===== src/mem_map_pkg.sv =====
package mem_map_pkg;

    localparam int n_req = 3;
    localparam int n_bank = 4;

    localparam int req_idx_w = 2;  // wide enough to number every requester
    localparam int bank_idx_w = 2;

    localparam int addr_w = 10;  // word address seen by the requesters
    localparam int bank_words = 256;
    localparam int bank_addr_w = 8;  // word index inside one bank

    // inclusive word range of each bank, entry 0 is bank 0
    localparam logic [n_bank-1:0][addr_w-1:0] bank_base = {
        10'd768,
        10'd512,
        10'd256,
        10'd0
    };

    localparam logic [n_bank-1:0][addr_w-1:0] bank_last = {
        10'd1023,
        10'd767,
        10'd511,
        10'd255
    };

endpackage


===== src/mem_types_pkg.sv =====
package mem_types_pkg;

    localparam int data_w = 32;
    localparam int mask_w = 4;  // one enable bit per byte of data
    localparam int tag_w = 4;

    typedef enum logic {
        op_read = 1'b0,
        op_write = 1'b1
    } mem_op_e;

    // request as driven by a requester
    typedef struct packed {
        mem_op_e op;
        logic [mem_map_pkg::addr_w-1:0] addr;
        logic [mask_w-1:0] wmask;
        logic [data_w-1:0] wdata;
        logic [tag_w-1:0] tag;  // chosen by the requester, echoed in the response
    } mem_req_t;

    // request as delivered to a bank
    typedef struct packed {
        mem_req_t req;
        logic [mem_map_pkg::req_idx_w-1:0] src;  // number of the requester that won
    } bank_req_t;

    typedef struct packed {
        logic [data_w-1:0] rdata;
        logic [tag_w-1:0] tag;
        logic [mem_map_pkg::req_idx_w-1:0] src;
    } mem_rsp_t;

endpackage


===== src/resp_router.sv =====
`timescale 1ns/1ps

module resp_router (
    input  logic                              clk,
    input  logic                              rst,
    input  logic [mem_map_pkg::n_bank-1:0]    bank_rsp_valid,
    output logic [mem_map_pkg::n_bank-1:0]    bank_rsp_ready,
    input  mem_types_pkg::mem_rsp_t           bank_rsp [mem_map_pkg::n_bank],
    output logic [mem_map_pkg::n_req-1:0]     rsp_valid,
    input  logic [mem_map_pkg::n_req-1:0]     rsp_ready,
    output mem_types_pkg::mem_rsp_t           rsp [mem_map_pkg::n_req]
);

    import mem_map_pkg::*;
    import mem_types_pkg::*;

    typedef logic [bank_idx_w-1:0] bank_idx_t;
    typedef logic [req_idx_w-1:0] req_idx_t;

    bank_idx_t ptr [n_req];  // bank that gets first look for each requester
    bank_idx_t sel [n_req];

    function automatic bank_idx_t wrap_bank(input int idx);
        return bank_idx_t'(idx % n_bank);
    endfunction

    // Each bank response names one requester, so no bank is chosen twice and the
    // ready of a bank comes from at most one requester.
    always_comb begin
        int b;

        bank_rsp_ready = '0;
        rsp_valid = '0;
        b = 0;

        for (int r = 0; r < n_req; r++) begin
            rsp[r] = '0;
            sel[r] = ptr[r];
            for (int i = 0; i < n_bank; i++) begin
                b = int'(wrap_bank(int'(ptr[r]) + i));
                if (!rsp_valid[r] && bank_rsp_valid[b] &&
                        bank_rsp[b].src == req_idx_t'(r)) begin
                    rsp_valid[r] = 1'b1;
                    rsp[r] = bank_rsp[b];
                    sel[r] = bank_idx_t'(b);
                    bank_rsp_ready[b] = rsp_ready[r];
                end
            end
        end
    end

    always_ff @(posedge clk) begin
        if (rst) begin
            for (int r = 0; r < n_req; r++) begin
                ptr[r] <= '0;
            end
        end else begin
            for (int r = 0; r < n_req; r++) begin
                if (rsp_valid[r] && rsp_ready[r]) begin
                    ptr[r] <= wrap_bank(int'(sel[r]) + 1);  // skip past the bank just served
                end
            end
        end
    end

endmodule


===== config.mk =====
export PLATFORM = sky130hd
export DESIGN_NAME = resp_router
export DESIGN_NICKNAME = d
export VERILOG_FILES = /design/src/mem_map_pkg.sv /design/src/mem_types_pkg.sv /design/src/resp_router.sv
export SDC_FILE = /design/constraint.sdc
export NUM_CORES = 1
export LEC_CHECK = 0
export BUFFER_PORTS_ARGS = -buffer_cell sky130_fd_sc_hd__buf_2
export CORE_MARGIN = 2
export CORE_UTILIZATION = 54
export CTS_BUF_LIST = sky130_fd_sc_hd__clkbuf_4 sky130_fd_sc_hd__clkbuf_8
export CTS_CLUSTER_DIAMETER = 150
export CTS_CLUSTER_SIZE = 8
export DETAILED_ROUTE_END_ITERATION = 8
export HOLD_SLACK_MARGIN = 0.03
export PLACE_DENSITY = 0.81
export SETUP_SLACK_MARGIN = 0.1
export SLEW_MARGIN = 40
export SYNTH_ARGS = -nofsm -noshare
export SYNTH_HDL_FRONTEND = slang
export SYNTH_SLANG_ARGS = --single-unit
export TNS_END_PERCENT = 30

===== constraint.sdc =====
create_clock -name clk -period 3.68 [get_ports clk]
set_input_delay 0 -clock clk [delete_from_list [all_inputs] [get_ports clk]]
set_output_delay 0 -clock clk [all_outputs]
set_load 0.005 [all_outputs]

==> impl.org <==
** Finish
- Once layout is done, the placed cells without fillers occupy 16500 um2.
- The largest registers in the layout are ptr (6).
- Fin nets :: roughly 1600
- Registers take roughly 180 um2.
- The count of cells in the finished layout, fillers not included, comes to 1800.
- Number of flip-flops in the largest register :: 6
- Area occupied by multi-input gates :: roughly 14000 um2
- After filler insertion, the fill cell instance count of the layout stands at around 2300.
- Area growth from synthesis to layout :: 7.21%
- Top reg by flops :: ptr
- Of the cells placed in the final design, the portion with a size suffix greater than 1 is 0.536.

** Place
- Hpwl dp :: roughly 32 mm
- The count of buffers added on input and output ports is 277.
- Placed cell areas :: around 16000 um2
- Final GP Congestion :: approximately 0.95
- Cell Count Post-Placement :: roughly 1800
- OpenSTA, run right after detailed placement, puts the worst setup slack at about 0.57 ns.

** Setup path
- The critical path is of the register to output pin type.
- Of all nets on the critical path, the largest fanout is 24.
- Reg2reg start :: ptr[0][4]
- Critical path cell sequence :: clkinv_1 -> ha_4 -> inv_1 -> mux4_2 -> buf_4 -> nand2b_1 -> a21oi_1 -> a221o_1 -> buf_2
- STA classifies the critical path endpoint as an output pin.
- Req. time, crit path :: ~3.7 ns
- The worst setup path is launched from a register.
- In this run the register-to-register setup slack is 0.55 ns.
- Slowest cell on the critical path :: sky130_fd_sc_hd__mux4_2
- Cell depth of the worst flop-to-flop path :: 8
- Worst R2R End :: ptr[0][5]
- STA puts the critical path data arrival time at 3.33 ns.
- For this run, the slowest stage of the critical path takes about 0.8 ns.

** Route
- Post-detailed-route DRC marker count :: 0
- In the routed layout, each cell is associated on average with a via count of 8.18.
- After detailed routing, the average wire length per cell comes to roughly 27 um.
- Summed over all layers, the routed wires come to between 40 and 50 mm.
- 1st-iter DRT viols :: 2096
- Count of antenna-violating nets left after detailed routing :: 0
- The final route contains between 10000 and 15000 vias.
- Drt pass-1 iters :: 6

** Floorplan
- For this design the top-level I/O count stands at ~280.
- X dimension of the die :: roughly 170 um
- The die covers about 30000 um2.
- Standard-cell row count :: 61
- The core region is around 28000 um2.
- Initial Util :: 0.552
- Vertical die dimension :: 173 um

** CTS
- TritonCTS clock tree :: yes
- Number of sinks on the clock net :: 6
- Gates resized during post-CTS repair numbered 0.
- In this run the post-CTS setup repair buffer count came out at 0.
- Number of buffers added to fix hold violations after cts :: 0
- H-tree depth :: 1
- Clk pin slew, worst setup/hold paths :: ~0.04 ns
- CTS placed an instance of sky130_fd_sc_hd__clkbuf_8 at the clock tree root.
- In this run, CTS created clock tree buffers numbering 3.
- Worst-skew pair later-pin latency :: around 0.23 ns
- Longest Clk Path Bufs :: 2

** STA
- Setup repair after global routing left no endpoint under its margin.
- Hold is met by 0.235 ns.
- Count of final setup violators :: 0
- Setup TNS :: 0 ns
- The max-slew violation total from the final report is 0.
- Relative max-transition margin :: 0.479
- Final WS setup :: 0.354 ns
- Fmax achieved :: roughly 300 MHz
- Final Skew :: 0.00380 ns
- Share of the clock period used by the worst path :: 0.904
- The final hold violation count is 0.
- The clock period could shrink to 3.33 ns.
- Worst-Margin Slew :: ~0.78 ns

** Logic synthesis
- Seq/Total Area, Yosys :: 0.0117
- The mapped netlist covers between 15000 and 20000 um2.
- Primary FF master, synth :: sky130_fd_sc_hd__edfxtp_1
- Each instance of the synthesized netlist takes up on average between 10 and 15 um2.
- Gate count of the mapped netlist :: 1410
- Count of flip-flops with a built-in enable after synthesis :: 6
- Portion of synthesized cell area occupied by the leading cell type :: 0.611
- After synthesis, the share of flip-flops with an asynchronous set or reset is 0.
- Total of flip-flops plus latches after synthesis :: 6
- Synth Warn # :: 0
- Yosys attributes the largest share of cell area to sky130_fd_sc_hd__mux4_2 61%, sky130_fd_sc_hd__a22oi_1 6.4%, sky130_fd_sc_hd__clkbuf_1 6.3%.
- Synthesis instantiated 64 different standard cells from the library.
- sky130_fd_sc_hd__mux4_2 takes more of the synthesized area than any other cell.

** Power
- For this design the ratio of total power to cell area is ~770 nW/um2.
- IR analysis of the VDD net gives a maximum drop of 0.000654 V.
- Leakage :: 5.51 nW

** Flow run
- The tool flagged a number of max-cap violations equal to 0.

** Global route
- Number of antenna violations at the first check in global routing :: 6
- The number of global-route vias before repair was 13800.
- GR Util All Layers :: 0.321
- For this run the aggregate overflow at the end of global routing stands at 0.
- The first global-routing pass estimated about 78 mm of wire.
- Entering global routing, the biggest net connects 106 pins.

** Worst hold path
- Worst hold path type :: input port to register
- In this run the most critical hold path is launched from rst.
- The path with the worst hold slack has its endpoint at ptr[0][2].
- Cell depth of the worst min-delay path :: 3

** Outcome
- Outcome :: finished clean
[Yosys cell counts (all sizes together) (9+ instances only)]
cell	count
clkbuf	260
mux2i	35
a221oi	19
ha	16
o21ai	80
nand3	20
buf	57
nor2	23
a22oi	131
nand2b	78
a31oi	9
nand2	60
a21oi	55
a221o	40
mux4	418
[cells by family (layout without fill, tap and decap cells)]
kind of cell	count (synthesis)	count (layout)	synth area share
other	1	10	0.000243
AND/OR/NAND/NOR	232	232	0.0858
XOR/XNOR	4	4	0.00227
adder cells (fa/ha/maj)	16	16	0.0130
AO/OA/AOI/OAI	367	367	0.166
buffers and inverters	326	329	0.0843
flip-flops	6	6	0.0117
multiplexers	458	458	0.637
[placed cells by master (no fill, tap or decap), drive strengths merged, types with 5 or more instances in the layout]
cell type  synthesis  routed
mux4             418     418
buf               57     316
a22oi            131     131
o21ai             80      80
nand2b            78      78
nand2             60      60
a21oi             55      55
a221o             40      40
mux2i             35      35
nor2              23      23
nand3             20      20
a221oi            19      19
ha                16      16
a31oi              9       9
and3b              8       8
nand3b             8       8
inv                7       7
diode              0       6
edfxtp             6       6
nor3b              6       6
o211ai             5       5
o21a               5       5
mux2               5       5
[power breakdown]
part	internal, mW	total [mW]	switching, mW	leakage [nW]
Sequential	0.121	0.167	0.0456	0.0633
Combinational	6.25	12.4	6.14	5.43
Clock	0.0710	0.107	0.0359	0.0216
[worst max-delay path, delay by kind of cell (launching register included)]
family	cells	cell delay, ns
AO/OA/AOI/OAI	2	0.39
AND/OR/NAND/NOR	1	0.14
multiplexers	1	0.78
adder cells (fa/ha/maj)	1	0.42
buffers and inverters	4	0.96
flip-flops	1	0.39
[stage by stage]
stage / power (mW) / util
3_5_place_dp: 12.4 / 0.589
2_1_floorplan: 9.52 / -
6_report: 12.7 / 0.592
5_1_grt: 13.5 / 0.592
4_1_cts: 12.6 / 0.591
3_3_place_gp: 12.1 / 0.589
[routing by layer]
layer  part of all wire  GRT usage
met3               0.12     0.0380
met4              0.042      0.137
met1               0.35      0.448
met2               0.49      0.515
met5            0.00026          0
[worst max path at each step]
| stage | slack, ns | depth (start not counted) | from | to |
|---|---|---|---|---|
| floorplan | 0.16 | 11 | ptr[0][1] | ptr[0][5] |
| global placement | 0.67 | 9 | ptr[0][4] | rsp[24] |
| detailed placement | 0.57 | 9 | ptr[0][2] | ptr[0][3] |
| CTS | 0.36 | 7 | ptr[0][4] | rsp[11] |
| global route | 0.18 | 8 | ptr[0][0] | bank_rsp_ready[0] |
| finish | 0.35 | 9 | ptr[0][4] | rsp[24] |
[cell type report]
| cell class | count | area share |
|---|---|---|
| Multi-Input combinational cell | 1081 | 0.849 |
| Timing Repair Buffer | 317 | 0.106 |
| Tap cell | 378 | 0.0286 |
| Sequential cell | 6 | 0.0109 |
| Clock buffer | 3 | 0.00250 |
| Inverter | 9 | 0.00204 |
| Antenna cell | 6 | 0.000908 |
Power figures use the tool's default switching activity.
